$ cat src/hw/bht_consts.svh
`ifndef BHT_CONSTS_SVH
`define BHT_CONSTS_SVH

// table geometry
`define BHT_SETS 16
`define BHT_WAYS 4
`define BHT_WAY_W 2

// halfword program counter, split as {tag, set}
`define PC_W 11
`define SET_W 4
`define TAG_W 7

// saturating counter
`define CNT_W 2

// one entry is valid + {isr, tag} + target + counter
`define BHT_ENTRY_W (1 + (`TAG_W + 1) + `PC_W + `CNT_W)
`define BHT_LINE_W (`BHT_ENTRY_W * `BHT_WAYS)

`endif

$ cat src/hw/bp_pkg.sv
`include "bht_consts.svh"

package bp_pkg;

	////////////////////
	// table entry
	////////////////////

	// msb of the tag is the interrupt-mode bit, the rest is pc[10:4]
	typedef struct packed {
		logic               valid;
		logic [`TAG_W:0]    tag;
		logic [`PC_W-1:0]   target;
		logic [`CNT_W-1:0]  cnt;
	} bht_entry_t;

	// one set of the table
	// per-way view for lookups, raw view for masked writes
	typedef union packed {
		bht_entry_t [`BHT_WAYS-1:0] way;
		logic [`BHT_LINE_W-1:0]     raw;
	} bht_line_u;

	////////////////////
	// fetch correction
	////////////////////

	// code 1 is never produced, the fetch mux treats it like none
	typedef enum logic [1:0] {
		CORR_NONE = 2'd0,
		CORR_CNI  = 2'd2,
		CORR_PBT  = 2'd3
	} corr_t;

endpackage

$ cat src/hw/bht_hit_if.sv
`include "bht_consts.svh"

// result of one table read port, valid in the cycle of its pc
interface bht_hit_if;

	// single matching way found
	logic                  hit;
	// way index of the match, 0 on a miss
	logic [`BHT_WAY_W-1:0] way;
	// matching entry, all zeros on a miss
	bp_pkg::bht_entry_t    entry;
	// set index taken from the pc
	logic [`SET_W-1:0]     set;

	// lookup side
	modport src (
		output hit, way, entry, set
	);

	// consumers in execute and decode
	modport dst (
		input hit, way, entry, set
	);

endinterface

$ cat src/hw/flush_ctrl.sv
`include "bht_consts.svh"

module flush_ctrl (
	input  logic             CLK,
	input  logic             nrst,
	input  logic             en,
	input  logic             stall,
	input  logic             mispredict,
	input  logic             id_is_jump,
	input  logic             id_sel_opbr,
	input  logic [`PC_W-1:0] id_target,
	bht_hit_if.dst           hit,
	output logic             flush,
	output logic             id_jump_in_bht
);

	logic flush_q;
	logic flush_d;
	logic adv;
	logic tgt_changed;
	logic jump_alloc;
	logic retarget;

	assign adv = en && !stall;

	// register jumps only, a jal target never changes
	assign tgt_changed = id_sel_opbr && (id_target != hit.entry.target);
	assign jump_alloc  = id_is_jump && !hit.hit;
	assign retarget    = id_is_jump && hit.hit && tgt_changed;

	// fetch may use the decode target directly
	assign id_jump_in_bht = id_is_jump && hit.hit && !tgt_changed;

	////////////////////
	// flush state
	////////////////////

	// mispredict flushes now and once more
	// decode jump events only arm the delayed flush
	assign flush   = flush_q || mispredict;
	assign flush_d = !flush_q && (mispredict || jump_alloc || retarget);

	always_ff @(posedge CLK) begin
		if (!nrst)
			flush_q <= 1'b0;
		else if (adv)
			flush_q <= flush_d;
	end

	// a held flush ends after one advancing cycle unless execute mispredicts again
	a_flush_len: assert property (@(posedge CLK) disable iff (!nrst)
		(adv && flush && !mispredict) |=> (!adv || !flush || mispredict));

endmodule

$ cat src/flat_wrapper.sv
// flat-port wrapper written by rule: the top's interface ports become plain ports
module flush_ctrl_flat 
  (CLK, nrst, en, stall, mispredict, id_is_jump, id_sel_opbr, id_target, flush, id_jump_in_bht, hit_hit, hit_way, hit_entry, hit_set);
  bht_hit_if hit_i ();
  input  logic CLK;
  input  logic nrst;
  input  logic en;
  input  logic stall;
  input  logic mispredict;
  input  logic id_is_jump;
  input  logic id_sel_opbr;
  input  logic [`PC_W-1:0] id_target;
  output logic flush;
  output logic id_jump_in_bht;
  input wire logic [$bits(hit_i.hit)-1:0] hit_hit;
  input wire logic [$bits(hit_i.way)-1:0] hit_way;
  input wire logic [$bits(hit_i.entry)-1:0] hit_entry;
  input wire logic [$bits(hit_i.set)-1:0] hit_set;
  assign hit_i.hit = hit_hit;
  assign hit_i.way = hit_way;
  assign hit_i.entry = hit_entry;
  assign hit_i.set = hit_set;
  flush_ctrl u_core (.CLK(CLK), .nrst(nrst), .en(en), .stall(stall), .mispredict(mispredict), .id_is_jump(id_is_jump), .id_sel_opbr(id_sel_opbr), .id_target(id_target), .hit(hit_i), .flush(flush), .id_jump_in_bht(id_jump_in_bht));
endmodule
$ cat config.mk
export PLATFORM = sky130hd
export DESIGN_NAME = flush_ctrl_flat
export DESIGN_NICKNAME = d
export VERILOG_FILES = /design/src/hw/bp_pkg.sv /design/src/hw/bht_hit_if.sv /design/src/hw/flush_ctrl.sv /design/src/flat_wrapper.sv
export VERILOG_INCLUDE_DIRS = /design/src /design/src/hw
export SDC_FILE = /design/constraint.sdc
export NUM_CORES = 1
export LEC_CHECK = 0
export BUFFER_PORTS_ARGS = -buffer_cell sky130_fd_sc_hd__buf_2
export CORE_AREA = 2 2 39 41
export CTS_BUF_LIST = sky130_fd_sc_hd__clkbuf_4 sky130_fd_sc_hd__clkbuf_8
export DETAILED_ROUTE_END_ITERATION = 10
export DIE_AREA = 0 0 41 43
export PLACE_DENSITY = 0.69
export RECOVER_POWER = 100
export SLEW_MARGIN = 20
export SYNTH_ARGS = -nofsm -noshare
export SYNTH_HDL_FRONTEND = slang
export SYNTH_SLANG_ARGS = --single-unit
$ cat constraint.sdc
create_clock -name CLK -period 1.1 [get_ports CLK]
set_clock_uncertainty 0.1 [all_clocks]
set_input_delay 0.11 -clock CLK [delete_from_list [all_inputs] [get_ports CLK]]
set_output_delay 0.11 -clock CLK [all_outputs]
set_load 0.01 [all_outputs]
==> reports/qor.txt <==
max_slew headroom: 86.0%
Cell Area, Synth: 198 um2
Rows: 14
placer's final routability congestion estimate: 0.622
TritonRoute pass-1 iters: 2
layout cell share with drive strength beyond 1: 66.1%
Via density: 4.03
clk slew on worst S/H paths: 0 ns
Fin Setup TNS: -0.246 ns
register with the most flip-flops: u_core.flush_q
Max Freq: 799 MHz
Pleak: 0.000229 uW
Synth Area per Inst: 7.91 um2
total wire length: 622 um
largest net degree at the start of global routing: 4
cell taking the most area after synthesis: xnor2_1
maximum VDD drop: 0.126 mV
global routing's busiest layer: met2
Die Ht: 43 um
met3 Use GR: 0.524%
Hold WC Path Type: primary input to register
CP required: 0.89 ns
Setup CP Type: primary input to output port
Largest regs: u_core.flush_q: 1 flops
syn nets: 72
cell area power density: 426 nW/um2
Worst EP arrival: 1.04 ns
Cells after Synth: 25
total track usage: 7.11%
Worst Setup Slack, final: -0.151 ns
Final setup viols: 2
Seq/Total Area, Yosys: 10.1%
failing checks: setup timing
IO Pins: 49
Period minus WS final: 1.25 ns
Core ar.: 1380 um2
area grow syn2layout: 135%
CP max FO: 2
Die Wd: 41 um
Netlist cell types: 14
post-route insts no fill: 72
Tightest Pin Transition: 0.208 ns
placed cell count: 72
first-pass GRT wire length: 903 um
port bufs: 31
RSZ-0062 raised after global routing: yes
antenna violations before repair: 0
M1 GR Usage: 6.37%
yosys warns: 0
max reg flops: 1
status: finished with violations
antenna cells: 0
Vias: 290
WL/cell: 8.64 um
dpl cell area: 373 um2
global route overflow: 0
DR DRC count: 0
Synth top area share: 48.7%
worst skew pair latency: 0 ns
Routed Antenna Nets: 0
Final period util: 114%
Nets: 105
DP HPWL: 523 um
startpoint types: primary input
DRT iter0 DRCs: 1
Synth area leaders: xnor2_1 49%, dfxtp_1 10%, nand4_1 6.3%
max-slew violations: 0
Design Area, Final: 465 um2
maxcap violations: 0
synthesized flop and latch total: 1
Fin. Hold Viols: 0
met2 Use GR: 15.6%
element type at the critical path end: output port
vias in the first global route: 250
initial core utilization: 14.3%
die area: 1760 um2
[repair_timing]
action                     in CTS  in global routing
gates resized for setup        12                  2
cloned                          0                  0
pin swaps                      12                  2
setup endpoints to repair       2                  2
setup buffers                   0                  0
hold buffers                    0                  0
[through the flow]
step           setup slack (ns)  total power (uW)  utilization (%)  hold slack [ns]
2_1_floorplan            0.0814              95.6                -            0.163
3_3_place_gp             -0.165               159             26.9            0.253
3_5_place_dp             -0.191               162             26.9            0.262
4_1_cts                  -0.149               194             32.7            0.262
5_1_grt                  -0.248               212             33.6            0.268
6_report                 -0.151               198             33.6            0.253
[where the power goes]
group / leakage (uW) / switching [uW] / internal (uW) / total, uW
sequential: 0.00000819 / 1.38 / 39.2 / 40.6
clock: 0 / 0 / 0 / 0
combinational: 0.000221 / 51.5 / 106 / 157
[routing by layer]
layer | wire length, um | share of wire (%)
met2 | 356 | 57
met4 | 0 | 0
met5 | 0 | 0
met1 | 172 | 28
met3 | 93 | 15
[critical path, stage by stage]
cell and delay, ns:
buf_6 0.10, xnor2_2 0.15, nand4_1 0.13, o31ai_2 0.26, and3_1 0.18, buf_2 0.12
[worst paths after layout]
kind	startpoint	end	cells after the start	slack, ns
hold / removal	nrst	u_core.flush_q	2	0.25
hold reg to reg	u_core.flush_q	u_core.flush_q	2	0.36
setup / recovery	hit_entry[9]	id_jump_in_bht	6	-0.15
setup reg to reg	u_core.flush_q	u_core.flush_q	4	0.15
[layout by cell type, fill, tap and decap left out, types with 2 or more instances in the layout]
cell,instances
xnor2_2,5
nand4_1,2
buf_6,9
xnor2_1,6
buf_2,21
[cells in the mapped netlist (all sizes together)]
cell / n
or2: 1
xnor2: 11
inv: 1
nand4: 2
nor2: 1
a31o: 1
and3: 1
nand3: 1
nand2: 1
a21boi: 1
nand2b: 1
dfxtp: 1
o21ai: 1
o31ai: 1
[layout make-up]
type                    count  area [um2]
flip-flops and latches      1        20.0
well taps                  16        20.0
multi-input cells          23         211
repair buffers             31         210
fillers                   151         918
inverters                   1        3.75
[logic make-up after synthesis]
| group | after synthesis | synth area share, % |
|---|---|---|
| XOR/XNOR | 11 | 48.7 |
| flip-flops | 1 | 10.1 |
| AND/OR/NAND/NOR | 8 | 22.2 |
| buffers and inverters | 1 | 1.90 |
| AO/OA/AOI/OAI | 4 | 17.1 |
No activity file was read; power rests on OpenSTA's default activity.
