<file path="src/hw/bht_consts.svh">
`ifndef BHT_CONSTS_SVH
`define BHT_CONSTS_SVH

// table geometry
`define BHT_SETS 16
`define BHT_WAYS 4
`define BHT_WAY_W 2

// halfword program counter, split as {tag, set}
`define PC_W 11
`define SET_W 4
`define TAG_W 7

// saturating counter
`define CNT_W 2

// one entry is valid + {isr, tag} + target + counter
`define BHT_ENTRY_W (1 + (`TAG_W + 1) + `PC_W + `CNT_W)
`define BHT_LINE_W (`BHT_ENTRY_W * `BHT_WAYS)

`endif

</file>
<file path="src/hw/bp_pkg.sv">
`include "bht_consts.svh"

package bp_pkg;

	////////////////////
	// table entry
	////////////////////

	// msb of the tag is the interrupt-mode bit, the rest is pc[10:4]
	typedef struct packed {
		logic               valid;
		logic [`TAG_W:0]    tag;
		logic [`PC_W-1:0]   target;
		logic [`CNT_W-1:0]  cnt;
	} bht_entry_t;

	// one set of the table
	// per-way view for lookups, raw view for masked writes
	typedef union packed {
		bht_entry_t [`BHT_WAYS-1:0] way;
		logic [`BHT_LINE_W-1:0]     raw;
	} bht_line_u;

	////////////////////
	// fetch correction
	////////////////////

	// code 1 is never produced, the fetch mux treats it like none
	typedef enum logic [1:0] {
		CORR_NONE = 2'd0,
		CORR_CNI  = 2'd2,
		CORR_PBT  = 2'd3
	} corr_t;

endpackage

</file>
<file path="src/hw/bht_hit_if.sv">
`include "bht_consts.svh"

// result of one table read port, valid in the cycle of its pc
interface bht_hit_if;

	// single matching way found
	logic                  hit;
	// way index of the match, 0 on a miss
	logic [`BHT_WAY_W-1:0] way;
	// matching entry, all zeros on a miss
	bp_pkg::bht_entry_t    entry;
	// set index taken from the pc
	logic [`SET_W-1:0]     set;

	// lookup side
	modport src (
		output hit, way, entry, set
	);

	// consumers in execute and decode
	modport dst (
		input hit, way, entry, set
	);

endinterface

</file>
<file path="src/hw/branch_resolve.sv">
`include "bht_consts.svh"

module branch_resolve (
	input  logic             [5:0] exe_btype,
	input  logic             [1:0] exe_c_btype,
	input  logic                   exe_z,
	input  logic                   exe_less,
	bht_hit_if.dst                 hit,
	output logic                   exe_active,
	output logic                   exe_taken,
	output bp_pkg::corr_t          exe_correction,
	output logic       [`PC_W-1:0] exe_pbt,
	output logic       [`PC_W-1:0] exe_cni,
	output logic                   mispredict
);

	// branch kind one-hots from decode
	logic is_beq;
	logic is_bne;
	logic is_blt;
	logic is_bge;
	logic is_bltu;
	logic is_bgeu;
	logic is_beqz;
	logic is_bnez;

	assign is_beq  = exe_btype[5];
	assign is_bne  = exe_btype[4];
	assign is_blt  = exe_btype[3];
	assign is_bge  = exe_btype[2];
	assign is_bltu = exe_btype[1];
	assign is_bgeu = exe_btype[0];
	assign is_beqz = exe_c_btype[1];
	assign is_bnez = exe_c_btype[0];

	////////////////////
	// outcome
	////////////////////

	// the alu sets less for signed or unsigned compare as the opcode asks
	assign exe_taken = (is_beq && exe_z) || (is_bne && !exe_z)
		|| (is_blt && exe_less) || (is_bge && !exe_less)
		|| (is_bltu && exe_less) || (is_bgeu && !exe_less)
		|| (is_beqz && exe_z) || (is_bnez && !exe_z);

	assign exe_active = (|exe_btype) || (|exe_c_btype);

	// on a miss the entry is zero, so the branch counts as predicted not taken
	assign mispredict = exe_active && (exe_taken != hit.entry.cnt[1]);

	////////////////////
	// correction
	////////////////////

	always_comb begin
		if (!mispredict)
			exe_correction = bp_pkg::CORR_NONE;
		else if (exe_taken)
			exe_correction = bp_pkg::CORR_PBT;
		else
			exe_correction = bp_pkg::CORR_CNI;
	end

	assign exe_pbt = hit.entry.target;

	// fall-through rebuilt from the stored tag and the set
	// compressed branches are one halfword long, others two
	assign exe_cni = {hit.entry.tag[`TAG_W-1:0], hit.set}
		+ ((|exe_c_btype) ? `PC_W'(1) : `PC_W'(2));

endmodule

</file>
<file path="src/flat_wrapper.sv">
// flat-port wrapper written by rule: the top's interface ports become plain ports
module branch_resolve_flat 
  (exe_btype, exe_c_btype, exe_z, exe_less, exe_active, exe_taken, exe_correction, exe_pbt, exe_cni, mispredict, hit_hit, hit_way, hit_entry, hit_set);
  bht_hit_if hit_i ();
  input  logic             [5:0] exe_btype;
  input  logic             [1:0] exe_c_btype;
  input  logic exe_z;
  input  logic exe_less;
  output logic exe_active;
  output logic exe_taken;
  output bp_pkg::corr_t exe_correction;
  output logic       [`PC_W-1:0] exe_pbt;
  output logic       [`PC_W-1:0] exe_cni;
  output logic mispredict;
  input wire logic [$bits(hit_i.hit)-1:0] hit_hit;
  input wire logic [$bits(hit_i.way)-1:0] hit_way;
  input wire logic [$bits(hit_i.entry)-1:0] hit_entry;
  input wire logic [$bits(hit_i.set)-1:0] hit_set;
  assign hit_i.hit = hit_hit;
  assign hit_i.way = hit_way;
  assign hit_i.entry = hit_entry;
  assign hit_i.set = hit_set;
  branch_resolve u_core (.exe_btype(exe_btype), .exe_c_btype(exe_c_btype), .exe_z(exe_z), .exe_less(exe_less), .hit(hit_i), .exe_active(exe_active), .exe_taken(exe_taken), .exe_correction(exe_correction), .exe_pbt(exe_pbt), .exe_cni(exe_cni), .mispredict(mispredict));
endmodule
</file>
<file path="config.mk">
export PLATFORM = sky130hd
export DESIGN_NAME = branch_resolve_flat
export DESIGN_NICKNAME = d
export VERILOG_FILES = /design/src/hw/bp_pkg.sv /design/src/hw/bht_hit_if.sv /design/src/hw/branch_resolve.sv /design/src/flat_wrapper.sv
export VERILOG_INCLUDE_DIRS = /design/src /design/src/hw
export SDC_FILE = /design/constraint.sdc
export NUM_CORES = 1
export LEC_CHECK = 0
export BUFFER_PORTS_ARGS = -buffer_cell sky130_fd_sc_hd__buf_2
export CAP_MARGIN = 40
export CORE_AREA = 4 4 41 43
export DETAILED_ROUTE_END_ITERATION = 8
export DIE_AREA = 0 0 45 47
export GPL_TIMING_DRIVEN = 1
export PLACE_DENSITY_LB_ADDON = 0.05
export SYNTH_ARGS = -nofsm -noshare
export SYNTH_HDL_FRONTEND = slang
export SYNTH_SLANG_ARGS = --single-unit
</file>
<file path="constraint.sdc">
create_clock -name vclk -period 5.15
set_input_delay 1.03 -clock vclk [all_inputs]
set_output_delay 1.03 -clock vclk [all_outputs]
set_load 0.005 [all_outputs]
</file>
==> run_results.csv <==
group,metric,value,unit
status,status,"completed",
setup_path,crit_chain,"buf_2 -> nor2_1 -> inv_1 -> ha_1 -> inv_1 -> fa_1 -> nand3b_1 -> nor3_1 -> xor2_1 -> buf_2",
setup_path,slowest_delay,0.42,ns
die,io_pins,66,
clock_tree,cts_resized,0,
sta,period_needed,3.63,ns
die,fp.coreArea,1300,um2
setup_path,slowest_stage,"fa_1",
global_routing,grt_pass1_wl,1570,um
finish,fin_util,40.8,%
sta,timing.fmax,276,MHz
yosys,syn_avg_cell_area,7.35,um2
setup_path,worst_setup_path_end_kind,"output port",
global_routing,grt_overflow,0,
finish,insertedDiodeCount,0,
sta,drv_slew,0,
drt,viasPerCell,4.43,
power_and_ir_drop,p_per_area,75.6,nW/um2
clock_tree,cts_hold_buf,0,
finish,numSequentialCells,0,
power_and_ir_drop,leakage,0.276,nW
place,dp_hpwl,975,um
setup_path,path_class,"input port to output port",
drt,routed_wl,1020,um
yosys,synth_cells,56,
yosys,synth_compound_area_share,7.60,%
global_routing,grt_antenna_before_repair,0,
finish,final_cell_count_no_fill,97,
die,initial_core_util,31.6,%
yosys,synth-xor-area-share,19.1,%
setup_path,startpoint_type,"input port",
place,gp_congestion,0.754,
global_routing,grt_pass1_vias,395,
min_path,hold_path_startpoint,"hit_entry[2]",
drt,wire_per_inst,10.6,um
die,chipHeight,47,um
die,num_rows,13,
run,maxCapViolCount,0,
finish,nets,126,
setup_path,required,4.12,ns
setup_path,critical_path_arrival,2.60,ns
global_routing,track_usage,9.05,%
power_and_ir_drop,finalPower,0.0000401,W
yosys,yosys.area_share.simple,33.4,%
power_and_ir_drop,ir_worst_vdd,24.4,uV
sta,final-setup-viol-count,0,
yosys,synthMuxAreaShare,2.43,%
finish,seqCellArea,0,um2
sta,finalHoldViolations,0,
drt,dr.pass1.iters,3,
drt,drtAntennaViolNets,0,
clock_tree,post-cts-setup-buffer-count,0,
setup_path,worstPathMaxFanout,3,
min_path,hold_class,"input port to output port",
yosys,ys.warnings.count,0,
sta,relSlewSlack,73.5,%
finish,drive_above_1_share,51.2,%
sta,fin_tns_setup,0,ns
die,die_width,45,um
place,placed_area,531,um2
finish,multi_input_area,303,um2
place,port_buffers,38,
yosys,synth_top_family_by_area,"simple AND/OR/NAND/NOR gates",
min_path,hold_end,"exe_pbt[0]",
finish,layout_common_cells,"buf_2 (38), xnor2_1 (6), inv_1 (5), nand2_1 (5)",
finish,post-route-cell-area,531,um2
yosys,ys_seq_area_share,0,%
sta,rsz0062_at_grt,"false",
drt,vias,430,
yosys,syn_nets,98,
sta,worstMarginPinSlew,0.394,ns
yosys,syn_area,412,um2
finish,final_common_cell,"buf_2",
sta,period_share,70.5,%
finish,n_clock_buffer,0,
place,dp.cells,97,
yosys,ys_types,22,
finish,syn_to_final_growth,28.9,%
die,die-area,2120,um2
drt,drc,0,
finish,fillCellCount,160,
global_routing,grt_start_max_net_pins,8,
yosys,synthAdderAreaFrac,10.9,%
drt,drt_iter0_markers,2,
min_path,min_path_cells,0,
## worst max-delay path by stage
| stage | depth (start not counted) | endpoint | slack (ns) | from |
|---|---|---|---|---|
| final | 10 | exe_cni[10] | 1.52 | exe_c_btype[1] |
| after global routing | 10 | exe_cni[10] | 1.34 | exe_c_btype[1] |
| after CTS | 10 | exe_cni[10] | 1.48 | exe_c_btype[1] |
| after detailed placement | 10 | exe_cni[10] | 1.49 | exe_c_btype[1] |
| after global placement | 10 | exe_cni[10] | 1.52 | exe_c_btype[1] |
| after floorplan | 8 | exe_cni[10] | 1.83 | exe_c_btype[1] |
## report_power, final
group          leakage (nW)  switching [W]  internal (W)
sequential                0              0             0
combinational         0.276      0.0000188     0.0000213
clock                     0              0             0
total                 0.276      0.0000188     0.0000213
## metrics by stage
stage | setup slack (ns) | hold slack, ns
after floorplan | 1.83 | 2.09
after global placement | 1.52 | 2.06
after detailed placement | 1.49 | 2.06
after CTS | 1.48 | 2.06
after global routing | 1.34 | 2.06
final | 1.52 | 2.06
## cell families after synthesis
logic type,after synthesis
AOI/OAI and AO/OA,4
xor gates and xnor gates,9
adders and majority gates,3
buffers and inverters,17
muxes,1
and+or+nand+nor,22
## layout make-up
| type | count | area share (%) |
|---|---|---|
| repair buffers | 38 | 35.8 |
| multi-input cells | 39 | 57.1 |
| well taps | 15 | 3.54 |
| inverters | 5 | 3.54 |
## Yosys cell counts
cell	count	share of area, %
nor4b_2	1	3.6
nand2_1	5	4.6
nor3b_1	3	5.5
nor2_1	2	1.8
nand3b_1	1	1.8
inv_1	5	4.6
xnor2_1	6	13
and3_2	1	1.8
nand4_2	1	3.0
mux2i_1	1	2.4
nor3_1	3	3.6
nand4_1	2	3.0
nor2b_1	1	1.5
a21oi_1	1	1.2
buf_4	12	22
fa_1	1	4.9
o22a_1	1	2.1
xor2_1	3	6.4
ha_1	2	6.1
nor4_1	2	3.0
a21bo_2	1	2.4
a21o_1	1	1.8
## layer usage
layer | GRT usage, % | vias to the layer above | routed length [um]
li1 | - | 231 | -
met1 | 13.3 | 181 | 419
met2 | 15.3 | 18 | 497
met3 | 0 | 0 | 107
met4 | 1.17 | 0 | 0
met5 | 0 | - | 0
## worst max-delay path: cells and delay by family
kind          cells  cell delay (ns)
simple gates      3             0.41
buf+inv           4             0.37
xor+xnor          1             0.15
fa+ha+maj         2             0.62
No activity file was read; power rests on OpenSTA's default activity.
